===== config.mk =====
export PLATFORM = sky130hd
export DESIGN_NAME = apb_fill_engine
export DESIGN_NICKNAME = d
export VERILOG_FILES = /design/src/apb_pkg.sv /design/src/ram_pkg.sv /design/src/apb_fill_engine.sv
export SDC_FILE = /design/constraint.sdc
export NUM_CORES = 1
export LEC_CHECK = 0
export ABC_AREA = 1
export BUFFER_PORTS_ARGS = -buffer_cell sky130_fd_sc_hd__buf_2
export CAP_MARGIN = 20
export CORE_ASPECT_RATIO = 0.6
export CORE_UTILIZATION = 44
export CTS_BUF_LIST = sky130_fd_sc_hd__clkbuf_8
export DETAILED_ROUTE_END_ITERATION = 12
export PLACE_DENSITY_LB_ADDON = 0.08
export SYNTH_ARGS = -nofsm -noshare
export SYNTH_HDL_FRONTEND = slang
export SYNTH_SLANG_ARGS = --single-unit

===== constraint.sdc =====
create_clock -name clk -period 1.4 [get_ports clk]
set_input_delay 0.28 -clock clk [delete_from_list [all_inputs] [get_ports clk]]
set_output_delay 0.28 -clock clk [all_outputs]
set_load 0.01 [all_outputs]

===== src/apb_pkg.sv =====
// APB bus widths and vector types shared by every master, the arbiter and the RAM
`default_nettype none

package apb_pkg;

    // byte address width on every APB port
    localparam int APB_ADDR_W = 16;

    // data word width
    localparam int APB_DATA_W = 32;

    // one strobe bit per byte lane
    localparam int APB_STRB_W = APB_DATA_W / 8;

    typedef logic [APB_ADDR_W-1:0] apb_addr_t;

    typedef logic [APB_DATA_W-1:0] apb_data_t;

    typedef logic [APB_STRB_W-1:0] apb_strb_t;

endpackage

`default_nettype wire


===== src/ram_pkg.sv =====
// shared RAM geometry and configuration for the subsystem
`default_nettype none

package ram_pkg;

    // byte address bits decoded by the RAM, 256 words of 4 bytes
    localparam int RAM_ADDR_W = 10;
    localparam int RAM_WORDS = 256;

    // extra register stage on pready and prdata
    localparam bit RAM_PIPELINE_OUTPUT = 1'b0;

    typedef logic [7:0] ram_word_idx_t;

endpackage

`default_nettype wire


===== src/apb_fill_engine.sv =====
// block-fill APB master writing one value over a run of consecutive RAM words
`timescale 1ns/1ps
`default_nettype none

module apb_fill_engine (
    input  wire logic                   clk,
    input  wire logic                   rst,
    input  wire logic                   fill_start,
    input  wire ram_pkg::ram_word_idx_t fill_base,
    input  wire ram_pkg::ram_word_idx_t fill_count,
    input  wire apb_pkg::apb_data_t     fill_value,
    output logic                        fill_busy,
    output logic                        fill_done,
    output logic                        psel,
    output logic                        pwrite,
    output apb_pkg::apb_addr_t          paddr,
    output apb_pkg::apb_data_t          pwdata,
    output apb_pkg::apb_strb_t          pstrb,
    input  wire logic                   pready
);
    import apb_pkg::*;
    import ram_pkg::*;

    localparam int CNT_W = $clog2(RAM_WORDS);
    localparam int BYTE_SHIFT = $clog2(APB_STRB_W);

    typedef enum logic [1:0] {
        FILL_IDLE,
        FILL_REQ,
        FILL_GAP,
        FILL_END
    } fill_state_t;

    fill_state_t      state;
    ram_word_idx_t    word_idx;
    logic [CNT_W-1:0] remaining;

    always_ff @(posedge clk) begin
        if (rst) begin
            state <= FILL_IDLE;
            fill_busy <= 1'b0;
            fill_done <= 1'b0;
            psel <= 1'b0;
        end else begin
            fill_done <= 1'b0;
            case (state)
                FILL_IDLE: begin
                    if (fill_start) begin
                        fill_busy <= 1'b1;
                        psel <= (fill_count != '0);
                        state <= (fill_count != '0) ? FILL_REQ : FILL_END;
                    end
                end
                FILL_REQ: begin
                    if (pready) begin
                        psel <= 1'b0;
                        state <= (remaining == CNT_W'(1)) ? FILL_END : FILL_GAP;
                    end
                end
                // psel stays low for one cycle between words
                FILL_GAP: begin
                    psel <= 1'b1;
                    state <= FILL_REQ;
                end
                FILL_END: begin
                    fill_busy <= 1'b0;
                    fill_done <= 1'b1;
                    state <= FILL_IDLE;
                end
                default: begin
                    state <= FILL_IDLE;
                end
            endcase
        end
    end

    always_ff @(posedge clk) begin
        if (state == FILL_IDLE && fill_start) begin
            word_idx <= fill_base;
            remaining <= fill_count;
            pwdata <= fill_value;
        end else if (state == FILL_REQ && pready) begin
            // index wraps around the end of the RAM
            word_idx <= word_idx + 1'b1;
            remaining <= remaining - CNT_W'(1);
        end
    end

    assign paddr = apb_addr_t'(word_idx) << BYTE_SHIFT;
    assign pwrite = 1'b1;
    assign pstrb = '1;

endmodule

`default_nettype wire


**Yosys cells after proc, flatten, opt, wreduce, memory -nomap -nowiden**

Cells that the tools add are included.

- Register bits after elaboration: 53
- Bits of input ports: 52
- Output and inout bits: 56
- Logic and storage cells: 40

- Add/sub/neg operators: 2
- Equality and inequality tests: 6
- Mux-type cells: 15
- Reduce and logical (&&, ||, !) cells: 10

Operator list:

| kind | count |
|---|---|
| 2-to-1 mux 8 bit | 4 |
| adder 8 x 1 -> 8 bit, second input constant | 1 |
| == test 8 x 1 -> 1 bit, second input constant | 1 |
| one-hot mux 2 bit (4 select lines) | 1 |
| nonzero test 8 bit | 1 |
| subtractor 8 x 1 -> 8 bit, second input constant | 1 |
| 2-to-1 mux 2 bit | 3 |
| 2-to-1 mux 1 bit | 5 |
| == test 2 bit, second input constant | 2 |
| inequality test 2 bit, second input constant | 2 |
| AND reduction 2 bit | 2 |
| nonzero test 2 bit | 2 |
| one-hot mux 1 bit (3 select lines) | 1 |
| AND reduction 3 bit | 1 |
| nonzero test 3 bit | 1 |
| == test 2 x 1 -> 1 bit, second input constant | 1 |
| logical AND 1 bit | 2 |
| logical NOT 2 bit | 1 |
| one-hot mux 1 bit (2 select lines) | 1 |

**Logic depth before layout (Yosys ltp)**

- Word-level depth: 4
- Mapped depth: 8
- Mapped depth without buffers: 8

**Worst setup path before layout**

No wires, ideal clock.

- Kind: register to register
- From: register state[0]
- To: register remaining[0] (enable)
- Setup time: 0.362 ns
- Arrival time: 1.211 ns
- Path slack: -0.174 ns
- Stages on the path, launching flop included: 6
- Buffers on the path: 1
- Cells stage by stage: dfxtp_1 -> inv_1 -> ha_1 -> nand2_1 -> buf_6 -> nand2_1

- Longest elaborated chain between the ends: 3
- Elaborated cells on any way between the ends: 5
- Those cells by class: eq/ne: 1; reduce/logical: 4

RTL lines:

| item | line | RTL |
|---|---|---|
| start, declared | apb_fill_engine.sv:34 | `fill_state_t state;` |
| start signal, assigned | apb_fill_engine.sv:51 | `state <= (fill_count != '0) ? FILL_REQ : FILL_END;` |
| start signal, assigned | apb_fill_engine.sv:57 | `state <= (remaining == CNT_W'(1)) ? FILL_END : FILL_GAP;` |
| == test 2 x 1 -> 1 bit / logical NOT 2 bit (equally long branches) | apb_fill_engine.sv:82, apb_fill_engine.sv:78 |  |
| logical AND 1 bit, on equally long branches | apb_fill_engine.sv:82, apb_fill_engine.sv:78 |  |
| nonzero test 2 bit (no source line) * | n/a |  |
| end signal, assigned | apb_fill_engine.sv:80 | `remaining <= fill_count;` |
| end signal, assigned | apb_fill_engine.sv:85 | `remaining <= remaining - CNT_W'(1);` |
| end, declared | apb_fill_engine.sv:36 | `logic [CNT_W-1:0] remaining;` |

Mark *: on every way between the ends. The rest lies on a longest branch, timed or not.
A chain may end at the register's enable or synchronous reset.

**Final worst setup path**

- From: register remaining[0]
- To: register remaining[4] (data pin)

- Longest elaborated chain between the ends: 3

RTL lines:

| item | line | RTL |
|---|---|---|
| subtractor 8 x 1 -> 8 bit | apb_fill_engine.sv:85 |  |
| 2-to-1 mux 8 bit | apb_fill_engine.sv:82 | `end else if (state == FILL_REQ && pready) begin` |
| 2-to-1 mux 8 bit | apb_fill_engine.sv:78 | `if (state == FILL_IDLE && fill_start) begin` |

No other way between the ends. The select of a mux whose other input is x is not followed.

==> qor.csv <==
metric,value,unit
drt via density,4.600,
vias in the first global route,1530,
I/O pin cnt,108,
"Seq/Total Area, Yosys",0.6491,
Nets,388,
Worst Skew,6.058,ps
largest area contributor in the netlist,edfxtp_1,
post-synth top area share,0.6070,
CP max-delay cell,edfxtp_1,
final slew viol count,0,
"slowest stage delay, CP",420,ps
FF+latch area,1543,µm²
Post-Route WL,4884,µm
Clock Latency Late Sink,300,ps
Worst EP arrival,1410,ps
most frequent cell after synthesis,nand2_1,
crit-path most repeated cell,inv_1,
TritonCTS clock tree,yes,
initial antenna violation count,0,
placed insts,384,
Non-Filler Instances,395,
global placer's final weighted congestion,0.7959,
row count,20,
cts bufs inserted,5,
first-pass GRT wire length,7631,µm
antenna diode count,0,
Vias,1817,
synthesis warning total,0,
Fin Hold WS,148.7,ps
Pleak,1.444,nW
clock-pin slew on the worst setup and hold paths,100,ps
Post-route DRC,0,
area growth from synthesis to layout,32.72,%
CP Buf/Inv Count,3,
final setup fails,0,
Netlist cell types,26,
R2R setup slack,50,ps
hpwl dp,3727,µm
Async SR Flop Fraction,0,
GRT overflow,0,
MaxCap Viol Count,0,
top post-synthesis cells by count,"nand2_1, edfxtp_1, inv_1",
PwrDens,1861,nW/µm²
fin crit share,0.9650,
"Max FO, Critical Path",2,
core area,5130,µm²
dpl ws,-6.167,ps
CP Capture Type,register,
Syn Area/Cell,11.15,µm²
layout cells sized above 1,0.4195,
GRT Total Usage,0.1736,
Fillers,433,
DRT Pass-1 Iters,4,
Hold Crit Class,input pin to register,
H-Tree Depth,2,
status,finished clean,
IO Port Bufs,94,
Crit Path Category,register to register,
Hold Buf Count CTS,0,
Synth area leaders,"edfxtp_1, nand2_1, buf_4",
Max VDD drop,0.0007804,V
Syn Std Cell Area,2375,µm²
setup TNS,0,ps
Starting Density,0.4629,
"Min Clock Period, post-route",1351,ps
root buffer cell,clkbuf_8,
fmax,740.2,MHz
post-route worst setup slack,49.06,ps
1st-iter DRT viols,93,
Fin. Hold Viols,0,
wire per inst,12.36,µm
cells on worst reg2reg path,7,
ys flop type,edfxtp_1,
maximum buffer depth of the clock tree,2,
nature of the critical path startpoint,register,
Die Footprint,5705,µm²
clk sinks,53,
Final ANT Viol Nets,0,
WHS Path Cells,1,
Post-Syn Instances,213,
number of synthesized flops with an enable pin,48,
post-synthesis register bit count,53,
Die Span X,96.85,µm
WP depth,7,
Required @ worst endpoint,1460,ps
Die H,58.91,µm
"delay-heaviest family, CP",flip-flops,
crit-path cells,inv_2 -> ha_4 -> inv_1 -> nor2_2 -> inv_1 -> o21ai_0 -> a21oi_1,
Multi-input gate area,704.4,µm²
largest net degree at the start of global routing,18,
## logic make-up (layout without fill, tap and decap cells)
group / Yosys count / after routing / synth area share
buf+inv: 37 / 142 / 0.08430
flops: 53 / 53 / 0.6491
fa+ha+maj: 8 / 8 / 0.04215
xor+xnor: 3 / 3 / 0.01107
simple gates: 88 / 88 / 0.1586
other cells: 2 / 13 / 0.003162
compound gates: 22 / 22 / 0.05163
## cells in the final DEF (no fill, tap or decap), types with 4 or more instances in the layout
master / synthesis / layout
dfxtp_1: 5 / 4
clkbuf_8: 0 / 5
edfxtp_1: 48 / 48
ha_1: 8 / 6
conb_1: 2 / 13
nand3_1: 8 / 8
buf_2: 1 / 94
a21oi_1: 6 / 6
buf_4: 14 / 16
o21ai_0: 8 / 8
nor2_1: 17 / 15
inv_1: 19 / 18
nand2_1: 55 / 53
## where the power goes
group,internal (mW),switching [mW]
Sequential,2.39,0.270
Clock,0.356,0.501
Combinational,1.02,1.33
## registers in the layout, indices dropped and copies added, names as in the netlist
name,count
pwdata,32
remaining,8
fill_busy,1
state,2
psel,1
word_idx,8
fill_done,1
## area by class of cell
type | instances | share of cell area
Sequential cell | 53 | 0.4895
Inverter | 21 | 0.02580
Clock inverter | 3 | 0.006749
Clock buffer | 5 | 0.02183
Timing Repair Buffer | 113 | 0.2064
Tap cell | 66 | 0.02620
Multi-Input combinational cell | 134 | 0.2235
## through the flow
step	utilization	instance area (µm²)	power, mW
after detailed placement	0.5868	3010	4.914
after global routing	0.6144	3152	6.300
after global placement	0.5868	3010	4.897
final	0.6144	3152	5.867
after floorplan	-	2429	3.969
after CTS	0.6054	3105	5.793
## worst paths after layout
kind | from | to
hold reg to reg | psel | psel
setup reg to reg | remaining[0] | remaining[4]
setup / recovery | remaining[0] | remaining[4]
hold / removal | fill_value[12] | pwdata[12]
## timing repair
item                       in CTS  in global routing
setup endpoints to repair       2                 29
gates resized for setup         3                  6
pin swaps                       0                  1
setup buffers                   0                  3
## routing by layer
metal,GRT usage,part of all wire,vias up
li1,-,-,915
met1,0.2746,0.52,820
met2,0.2264,0.40,80
met3,0.05582,0.076,2
met4,0.03838,0.0035,0
met5,0,0,-
Power figures use the tool's default switching activity.
