**src/apb_pkg.sv**
```systemverilog
// APB bus widths and vector types shared by every master, the arbiter and the RAM
`default_nettype none

package apb_pkg;

    // byte address width on every APB port
    localparam int APB_ADDR_W = 16;

    // data word width
    localparam int APB_DATA_W = 32;

    // one strobe bit per byte lane
    localparam int APB_STRB_W = APB_DATA_W / 8;

    typedef logic [APB_ADDR_W-1:0] apb_addr_t;

    typedef logic [APB_DATA_W-1:0] apb_data_t;

    typedef logic [APB_STRB_W-1:0] apb_strb_t;

endpackage

`default_nettype wire

```
**src/apb_cmd_master.sv**
```systemverilog
// single-transfer APB master started by a strobe, returns read data and a done pulse
`timescale 1ns/1ps
`default_nettype none

module apb_cmd_master (
    input  wire logic               clk,
    input  wire logic               rst,
    input  wire logic               cmd_start,
    input  wire logic               cmd_write,
    input  wire apb_pkg::apb_addr_t cmd_addr,
    input  wire apb_pkg::apb_data_t cmd_wdata,
    input  wire apb_pkg::apb_strb_t cmd_strb,
    output logic                    cmd_busy,
    output logic                    cmd_done,
    output apb_pkg::apb_data_t      cmd_rdata,
    output logic                    psel,
    output logic                    pwrite,
    output apb_pkg::apb_addr_t      paddr,
    output apb_pkg::apb_data_t      pwdata,
    output apb_pkg::apb_strb_t      pstrb,
    input  wire logic               pready,
    input  wire apb_pkg::apb_data_t prdata
);
    import apb_pkg::*;

    logic accept;
    logic finish;

    assign accept = cmd_start && !cmd_busy;
    assign finish = psel && pready;

    // control
    always_ff @(posedge clk) begin
        if (rst) begin
            cmd_busy <= 1'b0;
            cmd_done <= 1'b0;
            psel <= 1'b0;
        end else begin
            cmd_done <= finish;
            if (accept) begin
                cmd_busy <= 1'b1;
                psel <= 1'b1;
            end else if (finish) begin
                cmd_busy <= 1'b0;
                psel <= 1'b0;
            end
        end
    end

    // request held stable while psel is up
    always_ff @(posedge clk) begin
        if (accept) begin
            pwrite <= cmd_write;
            paddr <= cmd_addr;
            pwdata <= cmd_wdata;
            pstrb <= cmd_strb;
        end
        if (finish && !pwrite) begin
            cmd_rdata <= prdata;
        end
    end

endmodule

`default_nettype wire

```
**config.mk**
```make
export PLATFORM = sky130hd
export DESIGN_NAME = apb_cmd_master
export DESIGN_NICKNAME = d
export VERILOG_FILES = /design/src/apb_pkg.sv /design/src/apb_cmd_master.sv
export SDC_FILE = /design/constraint.sdc
export NUM_CORES = 1
export LEC_CHECK = 0
export BUFFER_PORTS_ARGS = -buffer_cell sky130_fd_sc_hd__buf_2
export CORE_MARGIN = 2
export CORE_UTILIZATION = 41
export CTS_CLUSTER_DIAMETER = 150
export DETAILED_ROUTE_END_ITERATION = 10
export GPL_TIMING_DRIVEN = 0
export PLACE_DENSITY = 0.9
export REMOVE_ABC_BUFFERS = 1
export SLEW_MARGIN = 0
export SYNTH_ARGS = -nofsm -noshare
export SYNTH_HDL_FRONTEND = slang
export SYNTH_SLANG_ARGS = --single-unit
```
**constraint.sdc**
```tcl
create_clock -name clk -period 2.6 [get_ports clk]
set_input_delay 0.13 -clock clk [delete_from_list [all_inputs] [get_ports clk]]
set_output_delay 0.13 -clock clk [all_outputs]
set_load 0.05 [all_outputs]
```
=== After elaboration in Yosys (flattened, before gate mapping) ===
Index checks and enable logic that the tools add are counted.

* Bits in registers: 87
* Bits of input ports: 89
* Output and inout bits: 88

* Muxes and demuxes: 2
* Reduce and logical (&&, ||, !) cells: 6

{| class="wikitable"
|+ Operators by type and width
! kind !! count
|-
| 1-bit logical AND || 3
|-
| 1-bit zero test || 2
|-
| 1-bit two-way mux || 2
|-
| 2-bit nonzero test || 1
|}

=== Longest topological paths before layout ===
Gate-level depths: netlist (run 1).

* Depth after elaboration: 3
* Mapped depth: 2

=== Worst setup path before layout (run 1) ===
No wires, ideal clock.

* Kind: register to register
* Start point: register psel
* End point: register cmd_rdata[0] (enable)
* Data arrival time: 2189 ps
* Data required time: 2179 ps
* Setup slack: -10 ps
* Stages on the path, launching flop included: 3
* Path buffers: 0
* Period minus slack after synthesis: 2610 ps
* Cell sequence: dfxtp_1 nand2_1 nor2_1

* Word-level cells in the longest chain between the ends: 2

{| class="wikitable"
|+ Ends and longest elaborated chain
! item !! RTL line !! source
|-
| start: declaration || apb_cmd_master.sv:16 || <nowiki>output logic psel,</nowiki>
|-
| start signal: assignment || apb_cmd_master.sv:37 || <nowiki>psel <= 1'b0;</nowiki>
|-
| start signal: assignment || apb_cmd_master.sv:42 || <nowiki>psel <= 1'b1;</nowiki>
|-
| start signal: assignment || apb_cmd_master.sv:45 || <nowiki>psel <= 1'b0;</nowiki>
|-
| 1-bit logical AND || apb_cmd_master.sv:30 || <nowiki>assign finish = psel && pready;</nowiki>
|-
| 1-bit logical AND || apb_cmd_master.sv:58 || <nowiki>if (finish && !pwrite) begin</nowiki>
|-
| end signal: assignment || apb_cmd_master.sv:59 || <nowiki>cmd_rdata <= prdata;</nowiki>
|-
| end: declaration || apb_cmd_master.sv:15 || <nowiki>output apb_pkg::apb_data_t cmd_rdata,</nowiki>
|}

No other way between the ends.
A chain may end at the register's enable or synchronous reset.

==> results of run 1 <==
==> power by group <==
group	switching [W]	total, W	internal, W
registers	0.0000208	0.00164	0.00162
clock network	0.000490	0.000852	0.000363
logic	0.000324	0.000501	0.000176
==> synthesized netlist by cell type <==
master	instances	area share, %
nor2_1	3	0.43
a211oi_1	1	0.29
buf_4	1	0.29
nand2_1	1	0.14
edfxtp_1	85	97
and2b_2	1	0.33
dfxtp_1	2	1.5
==> layout make-up <==
class | count | share of cell area, %
clock inverter | 6 | 1.12
clock buffer | 10 | 2.73
tap | 77 | 2.06
sequential | 87 | 55.4
timing repair buffer | 264 | 38.0
multi-input combinational | 6 | 0.722
==> cells by family (layout without fill, tap and decap cells) <==
group,count (synthesis),after routing,synth area share (%)
simple gates,5,5,0.903
buf+inv,1,280,0.285
flops,87,87,98.5
compound gates,1,1,0.285
==> repair_timing <==
action	4_1_cts	5_1_grt
endpoints found under the setup margin	0	0
hold buffers	87	0
endpoints found under the hold margin	87	0
==> sequential cells by signal, indices dropped and copies added (netlist names) <==
name and count:
psel 1, cmd_rdata 32, pstrb 4, pwrite 1
cmd_done 1, paddr 16, pwdata 32
==> through the flow <==
step / std cells / util (%) / hold slack [ps] / setup slack, ps / setup TNS [ps]
6_report: 450 / 74.6 / 94.5 / 797 / 0
5_1_grt: 450 / 74.6 / 75.6 / 665 / 0
4_1_cts: 450 / 74.6 / 61.0 / 787 / 0
3_5_place_dp: 347 / 57.8 / 308 / 800 / 0
3_3_place_gp: 346 / 57.4 / 307 / 26.9 / 0
2_1_floorplan: 93 / - / 202 / -350 / -11190
==> how the worst max path moves through the flow <==
stage	end	slack, ps	cells past startpoint
after CTS	paddr[11]	790	1
after global routing	pwdata[28]	670	1
after global placement	cmd_rdata[25]	30	2
final	paddr[7]	800	1
after floorplan	cmd_rdata[0]	-350	2
after detailed placement	paddr[11]	800	1
==> routing by layer <==
metal	vias up	routed length (um)	global-route usage [%]
met5	-	0	0
met4	0	221	7.77
met3	18	743	9.30
met2	128	4730	45.3
met1	978	2710	24.2
li1	923	-	-
==> results.cfg, run 1 <==
[sta]
worstMarginPinSlew_ps = 1170
min_period_ps = 1800
hold_viol = 0
timing.fmax_ghz = 0.555
maxSlewViolCount = 0
grt_setup_unrepaired = false
max_slew_margin_pct = 22.1
finalSetupViolCount = 0
min_period_over_period_pct = 69.3
fin_worst_skew_ps = 13.6

[yosys]
syn_area_per_cell_sq_um = 28.0
seq_area_frac_synth_pct = 98.5
synth_cell_type_count = 7
ys_seq_elements = 87
netlist_area_sq_um = 2630
synth_cells = 94
yosys_warnings = 0

[critical_path]
worstRegToRegCells = 1
crit_path_max_incr_delay_ps = 1010
crit_chain = and2b_2
cp_num_buf_inv = 0
worstSetupEndpointType = flop
arrival_ps = 1760
path_delay_family = simple AND/OR/NAND/NOR gates
cp.required_ps = 2560
timing.rr.start = psel
start_kind = flop
critPathLaunch = psel
crit_type = reg2reg
rr_endpoint = paddr[7]
cp_slowest_cell = and2b_2
crit_fanout = 53
reg2reg_setup_slack_ps = 800

[floorplan]
core_sq_um = 6280
die_x_um = 84.1
pin_count = 177
die_y_um = 84.1
rows = 29
start_util_pct = 41.9
die_area_sq_um = 7070

[global_routing]
overflow = 0
grt_pass1_vias = 2276
antenna_found_initial = 0
grt_pass1_wl_um = 12400
grt_max_degree = 54
grt_util_all_layers_pct = 24.1

[outcome]
status = complete, no violations

[power_and_ir_drop]
power.leakage_nw = 1.98
fin_total_pwr_w = 0.00299
vdd_drop_max_v = 0.000468
p_per_area_nw_per_um2 = 639

[job]
drv_cap = 0

[layout]
final_common_cell = buf_2
seqCellArea_sq_um = 2590
fillCellCount = 363
diodes = 0
finalNetCount = 457
stdcell_area_sq_um = 4680
multi_input_area_sq_um = 33.8
final_cell_mix = buf_2 (176), dlygate4sd3_1 (87), edfxtp_1 (85)
syn2layout_area_growth_pct = 77.9
drive_above_1_share_pct = 52.0

[cts]
cts_resized = 0
clock-root-buffer = clkbuf_8
cts_buffer_depth = 2
cts.htree.levels = 3
cts_made_buffers = 9
clock-sinks = 87
post_cts_buffers = 0
cts_tree = yes
worstSkewPairLatency_ps = 350
clkTransAtPathRegs_ps = 80

[min_path]
min_path_cells = 3
min_to = psel
min_path_type = in2reg
hold_start = cmd_start

[detailed_routing]
drt_first_pass_iters = 4
viasPerCell = 4.55
first_iter_violations = 116
num_vias = 2047
post_drt_wl_per_cell_um = 18.7
totalWireLength_um = 8400
antenna_left = 0
drcViolationCount = 0

[placed_design]
numPortBuffers = 176
place.gp.congestion = 0.729
place_area_sq_um = 3630
Power figures use the tool's default switching activity.
==> run 2: changes to the inputs <==
--- a/config.mk
+++ b/config.mk
@@ -7,11 +7,11 @@
 export LEC_CHECK = 0
 export BUFFER_PORTS_ARGS = -buffer_cell sky130_fd_sc_hd__buf_2
 export CORE_MARGIN = 2
-export CORE_UTILIZATION = 41
+export CORE_UTILIZATION = 37
 export CTS_CLUSTER_DIAMETER = 150
 export DETAILED_ROUTE_END_ITERATION = 10
 export GPL_TIMING_DRIVEN = 0
-export PLACE_DENSITY = 0.9
+export PLACE_DENSITY = 0.86
 export REMOVE_ABC_BUFFERS = 1
 export SLEW_MARGIN = 0
 export SYNTH_ARGS = -nofsm -noshare
==> constraint.sdc (replaced) <==
create_clock -name clk -period 1.6 [get_ports clk]
set_input_delay 0.08 -clock clk [delete_from_list [all_inputs] [get_ports clk]]
set_output_delay 0.08 -clock clk [all_outputs]
set_load 0.05 [all_outputs]
==> run 2 against run 1 <==
Critical path depth grew 2. Design area grew 1.0%. Clock skew increased by 5.0 ps. Combinational power increased by 65%. Setup slack worse by 630 ps. Clock-buffer cell count unchanged. Clock power increased by 68%. Register-to-register slack got worse by 630 ps. Sequential share of layout area is 0.54 points lower. Largest cell class unchanged.
==> results.cfg, run 2 (synthesized netlist as in run 1, its figures left out) <==
[outcome]
status = complete, no violations

[layout]
top_regs = cmd_rdata: 32 flops, pwdata: 32 flops, paddr: 16 flops
diodes = 0
syn2layout_area_growth_pct = 79.8
final_cell_mix = buf_2 (176), dlygate4sd3_1 (89), edfxtp_1 (85)
final_common_cell = buf_2
fillCellCount = 444
finalNetCount = 460
final_core_util_pct = 69.2
drive_above_1_share_pct = 52.1
fin_cells = 472

[cts]
cts_tree = yes
cts_made_buffers = 9
post_cts_buffers = 0
clock-root-buffer = clkbuf_8
cts_buffer_depth = 2
cts.htree.levels = 3
worstSkewPairLatency_ps = 360
clkTransAtPathRegs_ps = 100
clock-sinks = 87

[global_routing]
overflow = 0
grt_util_all_layers_pct = 22.5
grt_pass1_wl_um = 12100
grt_pass1_vias = 2233
grt_max_degree = 54
antenna_found_initial = 0

[min_path]
min_path_type = in2reg
min_path_cells = 2
hold_start = cmd_start

[detailed_routing]
antenna_left = 0
post_drt_wl_per_cell_um = 19.1
totalWireLength_um = 9010
viasPerCell = 4.48
first_iter_violations = 101
drcViolationCount = 0
drt_first_pass_iters = 4
num_vias = 2113

[sta]
maxSlewViolCount = 0
hold_viol = 0
worstMarginPinSlew_ps = 614
min_period_ps = 1430
timing.fmax_ghz = 0.698
hold_ws_ps = 359
fin_worst_skew_ps = 18.6
max_slew_margin_pct = 59.0
setup_tns_ps = 0
finalSetupViolCount = 0
grt_setup_unrepaired = false
min_period_over_period_pct = 89.6

[floorplan]
core_sq_um = 6830
pin_count = 177
die_y_um = 88.3
rows = 30
die_x_um = 88.3
die_area_sq_um = 7800
start_util_pct = 38.5

[power_and_ir_drop]
vdd_drop_max_v = 0.000567
power.leakage_nw = 2.00
fin_total_pwr_w = 0.00491
p_per_area_nw_per_um2 = 1040

[critical_path]
cp.required_ps = 1650
crit_type = reg2reg
timing.rr.start = psel
start_kind = flop
critPathLaunch = psel
worstSetupEndpointType = flop
arrival_ps = 1480
crit_fanout = 22
worstRegToRegCells = 3

[placed_design]
numPortBuffers = 176
dp_hpwl_um = 4660
place.gp.congestion = 0.768
dp.cells = 366

[job]
drv_cap = 0
## run 2: area by class of cell
type	instances	area, sq um	share of cell area [%]
flip-flops and latches	87	2590	54.8
repair buffers	266	1790	37.8
clock buffers	10	128	2.70
well taps	96	120	2.54
clock inverters	6	53.8	1.14
multi-input cells	7	48.8	1.03
## run 2: worst paths after layout
path / end / slack, ps
max: cmd_rdata[3] / 170
min: pwdata[26] / 360
max reg2reg: cmd_rdata[3] / 170
min reg2reg: cmd_rdata[28] / 700
## run 2: worst max-delay path, stage by stage (launching register included)
cell	delay (ps)
dfxtp_2	400
nand2_1	130
nor2_4	330
buf_8	250
## run 2: power breakdown
group	internal (W)	switching, W	total (W)
Combinational	0.000291	0.000535	0.000826
Sequential	0.00263	0.0000342	0.00266
Clock	0.000590	0.000836	0.00143
Total	0.00351	0.00140	0.00491
## run 2: metrics by stage
stage / instance area (sq um) / worst slack, ps
after floorplan: 2620 / -1350
after global placement: 3620 / -991
after detailed placement: 3640 / -193
after CTS: 4720 / 33.7
after global routing: 4730 / 98.3
final: 4730 / 167
## run 2: what timing repair did
action	CTS	global route
pin swaps	0	0
setup endpoints to repair	53	75
endpoints found under the hold margin	87	0
gates resized for setup	1	3
gates cloned	0	1
hold buffers	89	0
## run 2: routing by layer
metal | vias to the layer above | GRT usage [%] | share of wire (%)
met5 | - | 0 | 0
met4 | 0 | 12.3 | 3.3
met3 | 26 | 6.25 | 8.6
met2 | 148 | 41.7 | 54
met1 | 1010 | 22.7 | 34
li1 | 929 | - | -
