==> src/apb_pkg.sv <==
// APB bus widths and vector types shared by every master, the arbiter and the RAM
`default_nettype none

package apb_pkg;

    // byte address width on every APB port
    localparam int APB_ADDR_W = 16;

    // data word width
    localparam int APB_DATA_W = 32;

    // one strobe bit per byte lane
    localparam int APB_STRB_W = APB_DATA_W / 8;

    typedef logic [APB_ADDR_W-1:0] apb_addr_t;

    typedef logic [APB_DATA_W-1:0] apb_data_t;

    typedef logic [APB_STRB_W-1:0] apb_strb_t;

endpackage

`default_nettype wire

==> src/apb_arbiter.sv <==
// round-robin arbiter between two request-level masters, driving APB phases to the RAM
`timescale 1ns/1ps
`default_nettype none

module apb_arbiter (
    input  wire logic               clk,
    input  wire logic               rst,
    input  wire logic               m0_psel,
    input  wire logic               m0_pwrite,
    input  wire apb_pkg::apb_addr_t m0_paddr,
    input  wire apb_pkg::apb_data_t m0_pwdata,
    input  wire apb_pkg::apb_strb_t m0_pstrb,
    output logic                    m0_pready,
    output apb_pkg::apb_data_t      m0_prdata,
    input  wire logic               m1_psel,
    input  wire logic               m1_pwrite,
    input  wire apb_pkg::apb_addr_t m1_paddr,
    input  wire apb_pkg::apb_data_t m1_pwdata,
    input  wire apb_pkg::apb_strb_t m1_pstrb,
    output logic                    m1_pready,
    output apb_pkg::apb_data_t      m1_prdata,
    output logic                    s_psel,
    output logic                    s_penable,
    output logic                    s_pwrite,
    output apb_pkg::apb_addr_t      s_paddr,
    output apb_pkg::apb_data_t      s_pwdata,
    output apb_pkg::apb_strb_t      s_pstrb,
    input  wire logic               s_pready,
    input  wire apb_pkg::apb_data_t s_prdata
);
    import apb_pkg::*;

    typedef enum logic [1:0] {
        ARB_IDLE,
        ARB_SETUP,
        ARB_ACCESS
    } arb_state_t;

    arb_state_t state;
    // grant high selects m1
    logic       grant;
    logic       last_m1;
    logic       done_m0;
    logic       done_m1;

    always_ff @(posedge clk) begin
        if (rst) begin
            state <= ARB_IDLE;
            grant <= 1'b0;
            // pretend m1 went last so m0 wins the first tie
            last_m1 <= 1'b1;
        end else begin
            case (state)
                ARB_IDLE: begin
                    if (m0_psel || m1_psel) begin
                        state <= ARB_SETUP;
                        grant <= m1_psel && (!m0_psel || !last_m1);
                    end
                end
                ARB_SETUP: begin
                    state <= ARB_ACCESS;
                end
                ARB_ACCESS: begin
                    if (s_pready) begin
                        state <= ARB_IDLE;
                        last_m1 <= grant;
                    end
                end
                default: begin
                    state <= ARB_IDLE;
                end
            endcase
        end
    end

    // request mux toward the RAM
    assign s_psel = (state != ARB_IDLE);
    assign s_penable = (state == ARB_ACCESS);
    assign s_pwrite = grant ? m1_pwrite : m0_pwrite;
    assign s_paddr = grant ? m1_paddr : m0_paddr;
    assign s_pwdata = grant ? m1_pwdata : m0_pwdata;
    assign s_pstrb = grant ? m1_pstrb : m0_pstrb;

    // response goes back to the owner only
    assign done_m0 = (state == ARB_ACCESS) && s_pready && !grant;
    assign done_m1 = (state == ARB_ACCESS) && s_pready && grant;
    assign m0_pready = done_m0;
    assign m1_pready = done_m1;
    assign m0_prdata = done_m0 ? s_prdata : apb_data_t'(0);
    assign m1_prdata = done_m1 ? s_prdata : apb_data_t'(0);

endmodule

`default_nettype wire

==> config.mk <==
export PLATFORM = sky130hd
export DESIGN_NAME = apb_arbiter
export DESIGN_NICKNAME = d
export VERILOG_FILES = /design/src/apb_pkg.sv /design/src/apb_arbiter.sv
export SDC_FILE = /design/constraint.sdc
export NUM_CORES = 1
export LEC_CHECK = 0
export BUFFER_PORTS_ARGS = -buffer_cell sky130_fd_sc_hd__buf_2
export CORE_AREA = 2 2 104 106
export DETAILED_ROUTE_END_ITERATION = 10
export DIE_AREA = 0 0 106 108
export GPL_TIMING_DRIVEN = 0
export PLACE_DENSITY = 0.48
export SLEW_MARGIN = 20
export SYNTH_ARGS = -nofsm -noshare
export SYNTH_HDL_FRONTEND = slang
export SYNTH_SLANG_ARGS = --single-unit
==> constraint.sdc <==
create_clock -name clk -period 1.5 [get_ports clk]
set_input_delay 0.075 -clock clk [delete_from_list [all_inputs] [get_ports clk]]
set_output_delay 0.075 -clock clk [all_outputs]
set_load 0.02 [all_outputs]
After elaboration in Yosys (flattened, before gate mapping) --
Cells that the tools add are included.
Word-level totals: register bits after elaboration 4, input port bits 143, output and inout bits 121, word-level logic and storage cells 30
Cells by class: equal/unequal tests 4, mux-type cells 9, reduce and logical (&&, ||, !) cells 14
Operator list (number):
- $mux 32 | 3
- $mux 16 | 1
- $pmux 2 s3 | 1
- $reduce_and 2->1 | 3
- $logic_and 1x1->1 | 4
- $mux 2 | 2
- $mux 4 | 1
- $logic_not 1->1 | 3
- $eq 2x1->1 const B | 1
- $eq 2x2->1 const B | 1
- $logic_not 2->1 | 1
- $logic_or 1x1->1 | 2
- $ne 2x1->1 const B | 1
- $ne 2x2->1 const B | 1
- $reduce_bool 2->1 | 1
- $mux 1 | 1

Longest topological paths before layout --
Gate-level depths: netlist of run 1.
word-level depth 4, depth in mapped cells 4, mapped depth without buffers 2

Least setup slack after synthesis of run 1 --
Ideal clock, no wire load.
path type flip-flop to output port, start register grant, end output m0_prdata[22], data arrival time 1131 ps, data required time 1425 ps, slack 294 ps, stages on the path, launching flop included 5, path buffers 2, path through dfxtp_1 -> buf_6 -> and4bb_4 -> buf_6 -> and2_1
Between the ends: word-level cells in the longest chain between the ends 3
Ends and longest elaborated chain:
- start: declaration | RTL line apb_arbiter.sv:41 | logic grant;
- start signal: assignment | RTL line apb_arbiter.sv:57 | grant <= m1_psel && (!m0_psel || !last_m1);
- $logic_not 1->1 | RTL line apb_arbiter.sv:85 | assign done_m0 = (state == ARB_ACCESS) && s_pready && !grant;
- $logic_and 1x1->1 | RTL line apb_arbiter.sv:85
- named net m0_pready | RTL line apb_arbiter.sv:13 | output logic m0_pready,
- $mux 32 | RTL line apb_arbiter.sv:89 | assign m0_prdata = done_m0 ? s_prdata : apb_data_t'(0);
- end: declaration | RTL line apb_arbiter.sv:14 | output apb_pkg::apb_data_t m0_prdata,
The timed path passes the listed nets, and every way through them passes these cells.

Final worst setup path of run 1 --
start register grant, end output m0_prdata[16]
Between the ends: word-level cells in the longest chain between the ends 3
Ends and longest elaborated chain (RTL line):
- $logic_not 1->1 | apb_arbiter.sv:85
- $logic_and 1x1->1 | apb_arbiter.sv:85
- $mux 32 | apb_arbiter.sv:89
No other way between the ends.

==> qor.yml, run 1 <==
period_share_pct: 101
rrSetupSlack_ns: 0.42
netlist_top_cells_count: "64 x sky130_fd_sc_hd__and2_1, 53 x sky130_fd_sc_hd__mux2_2, 8 x sky130_fd_sc_hd__buf_6, 5 x sky130_fd_sc_hd__buf_2, 4 x sky130_fd_sc_hd__dfxtp_1"
dieHeight_um: 108
antenna_found_initial: 1
gp_congestion: 0.706
met2_wl_post_dr_um: 3770
synth_most_common_cell: "sky130_fd_sc_hd__and2_1"
critical_path_arrival_ns: 1.44
yosys.cell_types.count: 19
synth.top_cell.area_share_pct: 45.6
synth.avg_cell_area_um2: 8.78
clock_sink_count: 4
grt_first_pass_wirelength_um: 9540
timing_hold_violations_final: 0
unrepaired_setup_endpoints_after_global_routing: "yes"
endpoints_failing_setup: 24
syn-num-nets: 292
cts_buffers: 3
critPathLaunchType: "flop"
detailroute.via_count: 2166
drt_first_pass_iters: 2
fin_setup_tns_ns: -0.157
core_um2: 10200
netlist.top_cell.by_area: "sky130_fd_sc_hd__mux2_2"
detailed_routing_wirelength_on_met1_um: 2220
cts.htree.levels: 1
synth-main-ff-cell: "sky130_fd_sc_hd__dfxtp_1"
synth.yosys.seq_area_share_pct: 6.12
port_buffers: 263
vias_in_the_first_global_route: 2065
failed_checks: "setup timing"
final_antenna_net_count: 0
outcome: "finished, violations left"
worst-path-max-fanout: 5
clock_tree_from_tritoncts: "built"
grt-ovfl-total: 0
initial_core_util_pct: 12.8
yosys_warnings: 0
worst_slack_ns: -0.0167
drtIter0Drc: 48
synthTopCellsByArea: "sky130_fd_sc_hd__mux2_2 46%, sky130_fd_sc_hd__and2_1 31%, sky130_fd_sc_hd__buf_6 6.9%"
antenna-diode-count: 0
fillCellCount: 1099
layout.nets: 567
slew_viol_final: 0
layout-drive-gt1-share_pct: 87.7
clk-insertion-delay-late_ns: 0.22
synth_area_um2: 1310
wl_met3_um: 646
powerDensity_nw_per_um2: 394
max-clock-path-buffers: 2
relSlewSlack_pct: 85.8
place_area_um2: 2800
clk_transition_reported_paths_ns: 0.03
drv.max_cap_violation_count: 0
final_routed_wirelength_across_all_metal_layers_um: 6710
dp_hpwl_um: 5490
synth_seq_cells: 4
timing.critical_path.to_type: "output pin"
layout.cell_area.non_filler_um2: 3170
worstSetupPathType: "flop to output pin"
ys_async_sr_fraction_pct: 0
fp.dieArea_um2: 11400
finalClockSkew_ns: 0.00127
min_path_type: "primary input to flop"
ioPinCount: 264
irDropWorstVdd_mv: 0.161
die_w_um: 106
required_arrival_time_at_the_worst_endpoint_ns: 1.42
postSynthCellCount: 149
layout_min_cycle_time_ns: 1.52
vias_per_cell: 3.88
num_rows: 37
grt_max_degree: 11
synth-edff-count: 0
syn2layout_area_growth_pct: 143
timing_worst_slew_pin_value_ns: 0.213
clockRootBuffer: "sky130_fd_sc_hd__clkbuf_8"
fmax_ghz: 0.659
top_layer: "met5"
track_usage_pct: 10.4
route.detailed.drc: 0
leakagePower_uw: 0.00178
post_drt_wl_per_cell_um: 12.0
logic make-up after synthesis:
logic type      Yosys count  synth area share (%)
simple gates             75                  37.0
compound gates            4                  2.49
flops                     4                  6.12
buf+inv                  13                  8.80
mux                      53                  45.6
placed cells by master, fill, tap and decap left out, drive strengths merged:
cell and count:
nor3b 1, mux2 53, nor3 1, nand2b 2, a21oi 1, and4bb 2
or2 1, nand3b 1, a21bo 1, dfxtp 4, buf 280, clkbuf 5
o32ai 1, and2 64, nor2b 1, or3b 1, a211o 1, and4b 1
nor2 1
timing repair:
action                                  CTS  global route
endpoints found under the hold margin     0             0
cloned                                    5             0
pin swaps                                20             1
endpoints found under the setup margin  108           112
buffers inserted                          1             1
hold buffers                              0             0
gates resized for setup                  78            23
critical path: stages, from the launching register on:
cell and delay, ns:
sky130_fd_sc_hd__dfxtp_2 0.33, sky130_fd_sc_hd__buf_6 0.13, sky130_fd_sc_hd__and4bb_4 0.38, sky130_fd_sc_hd__buf_6 0.14
sky130_fd_sc_hd__and2_4 0.14, sky130_fd_sc_hd__buf_6 0.11
metrics by stage:
step	std cells	power (uW)	setup slack (ns)	hold WS, ns	utilization [%]
4_1_cts	557	1260	-0.0825	0.0689	30.4
3_3_place_gp	548	960	0.142	0.308	27.3
6_report	558	1250	-0.0167	0.0673	31.0
5_1_grt	558	1330	-0.0836	0.0798	31.0
3_5_place_dp	548	967	0.131	0.304	27.3
2_1_floorplan	149	601	0.294	0.144	-
power breakdown:
part	internal [uW]	leakage [uW]	switching (uW)	total, uW
logic	458	0.00173	438	896
registers	116	0.0000346	13.1	129
clock network	171	0.0000216	53.5	224
total	745	0.00178	505	1250
path summary, 6_finish.rpt:
kind                                      end      from  cells after the start
worst max register to register        last_m1  state[0]                      3
worst max-delay path            m0_prdata[16]     grant                      5
worst min register to register        last_m1   last_m1                      1
worst min-delay path                 state[1]       rst                      2
cell type report:
cell class              count  area [um2]  share of cell area [%]
repair buffers            269        1550                    48.9
multi-input cells         133        1190                    37.4
well taps                 136         170                    5.36
plain buffers              13         135                    4.26
flip-flops and latches      4        88.8                    2.80
clock buffers               3        41.3                    1.30
routing by layer:
layer | vias to the layer above | GRT usage, %
li1 | 1059 | -
met1 | 953 | 9.94
met3 | 6 | 2.65
met4 | 2 | 2.54
met2 | 146 | 21.8
met5 | - | 0
state kept, by name, summed over array words and instances (netlist names):
| register | cells |
|---|---|
| grant | 1 |
| last_m1 | 1 |
| state | 2 |
(Power assumes the default switching activity.)
==> run 2, diff against run 1 <==
--- a/config.mk
+++ b/config.mk
@@ -11,6 +11,7 @@
 export DIE_AREA = 0 0 106 108
 export GPL_TIMING_DRIVEN = 0
 export PLACE_DENSITY = 0.48
+export RECOVER_POWER = 100
 export SLEW_MARGIN = 20
 export SYNTH_ARGS = -nofsm -noshare
 export SYNTH_HDL_FRONTEND = slang
==> run 2 against run 1 <==
  * The run still ends with setup timing left
  * Via count is 0.14% lower
  * Sequential share of layout area hardly changed
  * Critical path depth stayed put
==> qor.yml, run 2 (synthesized netlist as in run 1, its figures left out) <==
post_drt_wl_per_cell_um: 12.0  # +0.10%
drv.max_cap_violation_count: 0  # unchanged
worst_slack_ns: -0.0148  # +0.00185 ns
clk-insertion-delay-late_ns: 0.22  # about the same
worst-path-max-fanout: 5  # unchanged
timing.critical_path.to_type: "output pin"
die_w_um: 106  # unchanged
timing_worst_slew_pin_value_ns: 0.339  # +0.126 ns
layout_top_registers: "state x2, grant x1, last_m1 x1"
powerDensity_nw_per_um2: 394  # about the same
leakagePower_uw: 0.00175  # -1.6%
fp.dieArea_um2: 11400  # unchanged
min_path_type: "primary input to flop"
layout-drive-gt1-share_pct: 87.0  # -0.71 points
failed_checks: "setup timing"
drtIter0Drc: 41  # -15%
clock_tree_from_tritoncts: "built"
cts.htree.levels: 1  # unchanged
grt_max_degree: 11  # unchanged
mostFrequentLayoutCell: "sky130_fd_sc_hd__buf_2"
critPathLaunchType: "flop"
final_routed_wirelength_across_all_metal_layers_um: 6720  # +0.10%
timing_hold_violations_final: 0  # unchanged
top_register: "state"
irDropWorstVdd_mv: 0.161  # about the same
track_usage_pct: 10.4  # unchanged
layout_min_cycle_time_ns: 1.51  # -0.00185 ns
dp_hpwl_um: 5490  # unchanged
layout.cell_area.non_filler_um2: 3170  # -0.12%
core_um2: 10200  # unchanged
clock_sink_count: 4  # unchanged
vias_in_the_first_global_route: 2065  # unchanged
clockRootBuffer: "sky130_fd_sc_hd__clkbuf_8"
clk_transition_reported_paths_ns: 0.03  # about the same
gp_congestion: 0.706  # unchanged
worstSetupPathType: "flop to output pin"
cts_hold_buf: 0  # unchanged
multi_input_area_um2: 1190  # unchanged
num_rows: 37  # unchanged
relSlewSlack_pct: 77.5  # -8.3 points
grt_first_pass_wirelength_um: 9540  # unchanged
syn2layout_area_growth_pct: 142
largest_register_ff_count: 2  # unchanged
port_buffers: 263  # unchanged
critical_path_arrival_ns: 1.44  # about the same
final_antenna_net_count: 0  # unchanged
vias_per_cell: 3.88  # -0.14%
route.detailed.drc: 0  # unchanged
initial_core_util_pct: 12.8  # unchanged
place_area_um2: 2800  # unchanged
ioPinCount: 264  # unchanged
antenna_found_initial: 1  # unchanged
slew_viol_final: 0  # unchanged
highest_count_cells_in_the_layout_ignoring_fill_and_taps: "211 x sky130_fd_sc_hd__buf_2, 53 x sky130_fd_sc_hd__mux2_2, 37 x sky130_fd_sc_hd__buf_6"
fin_util_pct: 31.0  # -0.037 points
outcome: "finished, violations left"
fillCellCount: 1102  # +0.27%
unrepaired_setup_endpoints_after_global_routing: "yes"
fmax_ghz: 0.660  # +0.12%
required_arrival_time_at_the_worst_endpoint_ns: 1.42  # about the same
layout.nets: 567  # unchanged
period_share_pct: 101  # -0.12 points
max-clock-path-buffers: 2  # unchanged
cts_buffers: 3  # unchanged
endpoints_failing_setup: 24  # unchanged
antenna-diode-count: 0  # unchanged
drt_first_pass_iters: 2  # unchanged
grt-ovfl-total: 0  # unchanged
dieHeight_um: 108  # unchanged
detailroute.via_count: 2163  # -0.14%
finalClockSkew_ns: 0.00127  # unchanged
seq_area_um2: 88.8  # unchanged
run 2: cell types whose count changed in the layout (fill, tap and decap cells not counted), sizes merged:
cell / change
clkbuf: +16
buf: -16
run 2: final timing paths:
path	slack [ns]	startpoint	depth (start not counted)	endpoint
min reg2reg	0.47	last_m1	1	last_m1
max	-0.01	grant	5	m0_prdata[16]
max reg2reg	0.42	state[0]	3	last_m1
min	0.07	rst	2	state[1]
run 2: metal layers:
| metal | GRT usage, % | vias to the layer above | part of all wire, % |
|---|---|---|---|
| met5 | 0 | - | 0.19 |
| met4 | 2.54 | 2 | 0.91 |
| met3 | 2.65 | 6 | 9.6 |
| met2 | 21.8 | 144 | 56 |
| met1 | 9.94 | 952 | 33 |
| li1 | - | 1059 | - |
run 2: power breakdown:
part / switching (uW) / internal, uW
sequential: 13.1 / 116
combinational: 439 / 456
clock: 53.5 / 171
total: 505 / 743
run 2: through the flow:
| stage | cells | TNS [ns] | worst slack, ns | hold WS, ns | power [uW] |
|---|---|---|---|---|---|
| 2_1_floorplan | 149 | 0 | 0.294 | 0.144 | 601 |
| 3_3_place_gp | 548 | 0 | 0.142 | 0.308 | 960 |
| 3_5_place_dp | 548 | 0 | 0.131 | 0.304 | 967 |
| 4_1_cts | 557 | -2.64 | -0.0825 | 0.0689 | 1260 |
| 5_1_grt | 558 | -3.98 | -0.0836 | 0.0798 | 1330 |
| 6_report | 558 | -0.149 | -0.0148 | 0.0673 | 1250 |
run 2: critical path: stages (launching register included):
cell and delay [ns]:
sky130_fd_sc_hd__dfxtp_2 0.33, sky130_fd_sc_hd__buf_6 0.13, sky130_fd_sc_hd__and4bb_4 0.38, sky130_fd_sc_hd__buf_6 0.14, sky130_fd_sc_hd__and2_4 0.14, sky130_fd_sc_hd__buf_6 0.11
run 2: final cells by class:
class                   count  area share [%]
well taps                 136            5.37
multi-input cells         133            37.4
plain buffers              13            4.26
flip-flops and latches      4            2.80
repair buffers            269            48.9
clock buffers               3            1.30
run 2: what timing repair did:
item                                    4_1_cts  5_1_grt
gates cloned                                  5        0
pin swaps                                    20        1
setup buffers                                 1        1
gates resized for setup                      78       23
endpoints found under the setup margin      108      112
==> run 3, diff against run 2 <==
==> config.mk (replaced) <==
export PLATFORM = sky130hd
export DESIGN_NAME = apb_arbiter
export DESIGN_NICKNAME = d
export VERILOG_FILES = /design/src/apb_pkg.sv /design/src/apb_arbiter.sv
export SDC_FILE = /design/constraint.sdc
export NUM_CORES = 1
export LEC_CHECK = 0
export CORE_AREA = 2 2 102 104
export DETAILED_ROUTE_END_ITERATION = 10
export DIE_AREA = 0 0 104 106
export DONT_BUFFER_PORTS = 1
export GPL_TIMING_DRIVEN = 0
export PLACE_DENSITY = 0.3
export RECOVER_POWER = 100
export REMOVE_ABC_BUFFERS = 1
export SLEW_MARGIN = 20
export SYNTH_ARGS = -nofsm -noshare
export SYNTH_HDL_FRONTEND = slang
export SYNTH_SLANG_ARGS = --single-unit
==> run 3 against run 2 <==
  * The flow now finishes without violations
  * Critical path depth decreased by 3
  * Via count shrank 43%
  * Setup slack better by 0.059 ns
  * Critical path type unchanged
==> qor.yml, run 3 (synthesized netlist as in run 1, its figures left out) <==
min_path_type: "primary input to flop"
clk_transition_reported_paths_ns: 0.03  # about the same
post_drt_wl_per_cell_um: 19.5  # +62%
vias_in_the_first_global_route: 1039  # -50%
rrSetupSlack_ns: 0.21  # -0.21 ns
final_antenna_net_count: 0  # unchanged
multi_input_area_um2: 1200  # +1.4%
timing.rr.end: "last_m1"
layout-drive-gt1-share_pct: 44.3  # -43 points
endpoints_failing_setup: 0  # -100%
critical_path.reg2reg.startpoint: "state[0]"
grt-ovfl-total: 0  # unchanged
path_cells: "buf_12 -> mux2_2"
worst-path-max-fanout: 40  # +35
mostFrequentLayoutCell: "sky130_fd_sc_hd__and2_1"
timing.critical_path.to_type: "output pin"
timing.reg2reg.worst_path_depth: 3  # unchanged
die_w_um: 104  # -1.9%
critPathLaunchType: "flop"
highest_count_cells_in_the_layout_ignoring_fill_and_taps: "53 x sky130_fd_sc_hd__and2_1, 41 x sky130_fd_sc_hd__mux2_2, 12 x sky130_fd_sc_hd__mux2_1"
drv.max_cap_violation_count: 0  # unchanged
syn2layout_area_growth_pct: 18.1
worstSetupStartpoint: "grant"
cts.htree.levels: 1  # unchanged
cts_buffers: 3  # unchanged
hold_depth: 2  # unchanged
fmax_ghz: 0.687  # +4.0%
top_register: "state"
grt_max_degree: 41  # +30
gp_congestion: 0.709  # +0.47%
holdCritStartpoint: "m1_psel"
initial_core_util_pct: 13.1  # +0.30 points
irDropWorstVdd_mv: 0.309  # +91%
largest_register_ff_count: 2  # unchanged
fp.dieArea_um2: 11000  # -3.7%
antenna-diode-count: 0  # unchanged
required_arrival_time_at_the_worst_endpoint_ns: 1.42  # about the same
min_delay_worst_endpoint: "state[0]"
slew_viol_final: 0  # unchanged
unrepaired_setup_endpoints_after_global_routing: "no"
num_rows: 37  # unchanged
timing_hold_violations_final: 0  # unchanged
final_routed_wirelength_across_all_metal_layers_um: 5560  # -17%
outcome: "complete, no violations"
clock_tree_from_tritoncts: "built"
core_um2: 10000  # -2.3%
drt_first_pass_iters: 4  # +2
fin_worst_hold_slack_ns: 0.0193  # -0.0480 ns
track_usage_pct: 8.24  # -2.1 points
powerDensity_nw_per_um2: 576  # +46%
vias_per_cell: 4.31  # +11%
detailroute.via_count: 1229  # -43%
seq_area_um2: 86.3  # -2.8%
clockRootBuffer: "sky130_fd_sc_hd__clkbuf_8"
fillCellCount: 1140  # +3.4%
place_area_um2: 1390  # -50%
dp_hpwl_um: 3880  # -29%
layout_min_cycle_time_ns: 1.46  # -0.0586 ns
cpPeakStageDelay_ns: 0.45  # +0.07 ns
layout.cell_area.non_filler_um2: 1550  # -51%
leakagePower_uw: 0.000525  # -70%
port_buffers: 0  # -100%
worstSetupPathType: "flop to output pin"
dieHeight_um: 106  # -1.9%
route.detailed.drc: 0  # unchanged
grt_first_pass_wirelength_um: 6720  # -30%
finalClockSkew_ns: 0.00211  # +0.000847 ns
timing_worst_slew_pin_value_ns: 0.535  # +0.196 ns
drtIter0Drc: 48  # +17%
period_share_pct: 97.1  # -3.9 points
clock_sink_count: 4  # unchanged
clk-insertion-delay-late_ns: 0.22  # about the same
relSlewSlack_pct: 64.3  # -13 points
critical_path_arrival_ns: 1.38  # -0.06 ns
ioPinCount: 264  # unchanged
antenna_found_initial: 0  # -1
critical_path.slowest_cell: "sky130_fd_sc_hd__dfxtp_4"
layout.nets: 294  # -48%
layout_top_registers: "state x2, grant x1, last_m1 x1"
max-clock-path-buffers: 2  # unchanged
[run 3: worst max path at each step]
stage,to,slack (ns),cells past startpoint
6_report,s_paddr[9],0.04,2
5_1_grt,m1_prdata[26],0.003,2
4_1_cts,m0_prdata[11],0.05,2
3_5_place_dp,m1_prdata[7],-0.50,2
3_3_place_gp,m1_prdata[7],-1.78,2
2_1_floorplan,m1_prdata[0],-1.20,2
[run 3: layout make-up]
class                           instances  share of cell area (%)
Tap cell                              136                    11.0
Multi-Input combinational cell        138                    77.8
Timing Repair Buffer                    4                    2.91
Clock buffer                            3                    2.67
Sequential cell                         4                    5.59
[run 3: stage by stage]
stage | TNS [ns] | power [uW] | worst slack (ns) | cells | utilization [%]
floorplan | -90.62 | 582 | -1.20 | 136 | -
global placement | -135.93 | 636 | -1.78 | 272 | 13.6
detailed placement | -15.55 | 636 | -0.496 | 273 | 13.9
CTS | 0 | 912 | 0.0504 | 285 | 15.6
global route | 0 | 928 | 0.00337 | 285 | 15.5
finish | 0 | 891 | 0.0438 | 285 | 15.5
[run 3: worst max-delay path: cells and delay by family (launching register included)]
| kind | cells | cell delay [ns] |
|---|---|---|
| mux | 1 | 0.45 |
| buf+inv | 1 | 0.25 |
| flops | 1 | 0.45 |
[run 3: power breakdown]
| group | internal, uW | leakage [uW] | switching, uW | total (uW) |
|---|---|---|---|---|
| clock network | 171 | 0.0000216 | 56.5 | 228 |
| logic | 180 | 0.000469 | 338 | 518 |
| registers | 117 | 0.0000343 | 28.6 | 145 |
[run 3: metal layers]
layer | global-route usage [%] | part of all wire [%]
met1 | 10.9 | 40
met2 | 13.6 | 49
met3 | 1.59 | 9.4
met4 | 2.41 | 1.2
met5 | 0 | 0
[run 3: repair_timing]
action | 4_1_cts | 5_1_grt
setup endpoints to repair | 106 | 0
endpoints found under the hold margin | 4 | 0
gates resized for setup | 27 | 0
hold buffers | 1 | 0
setup buffers | 2 | 0
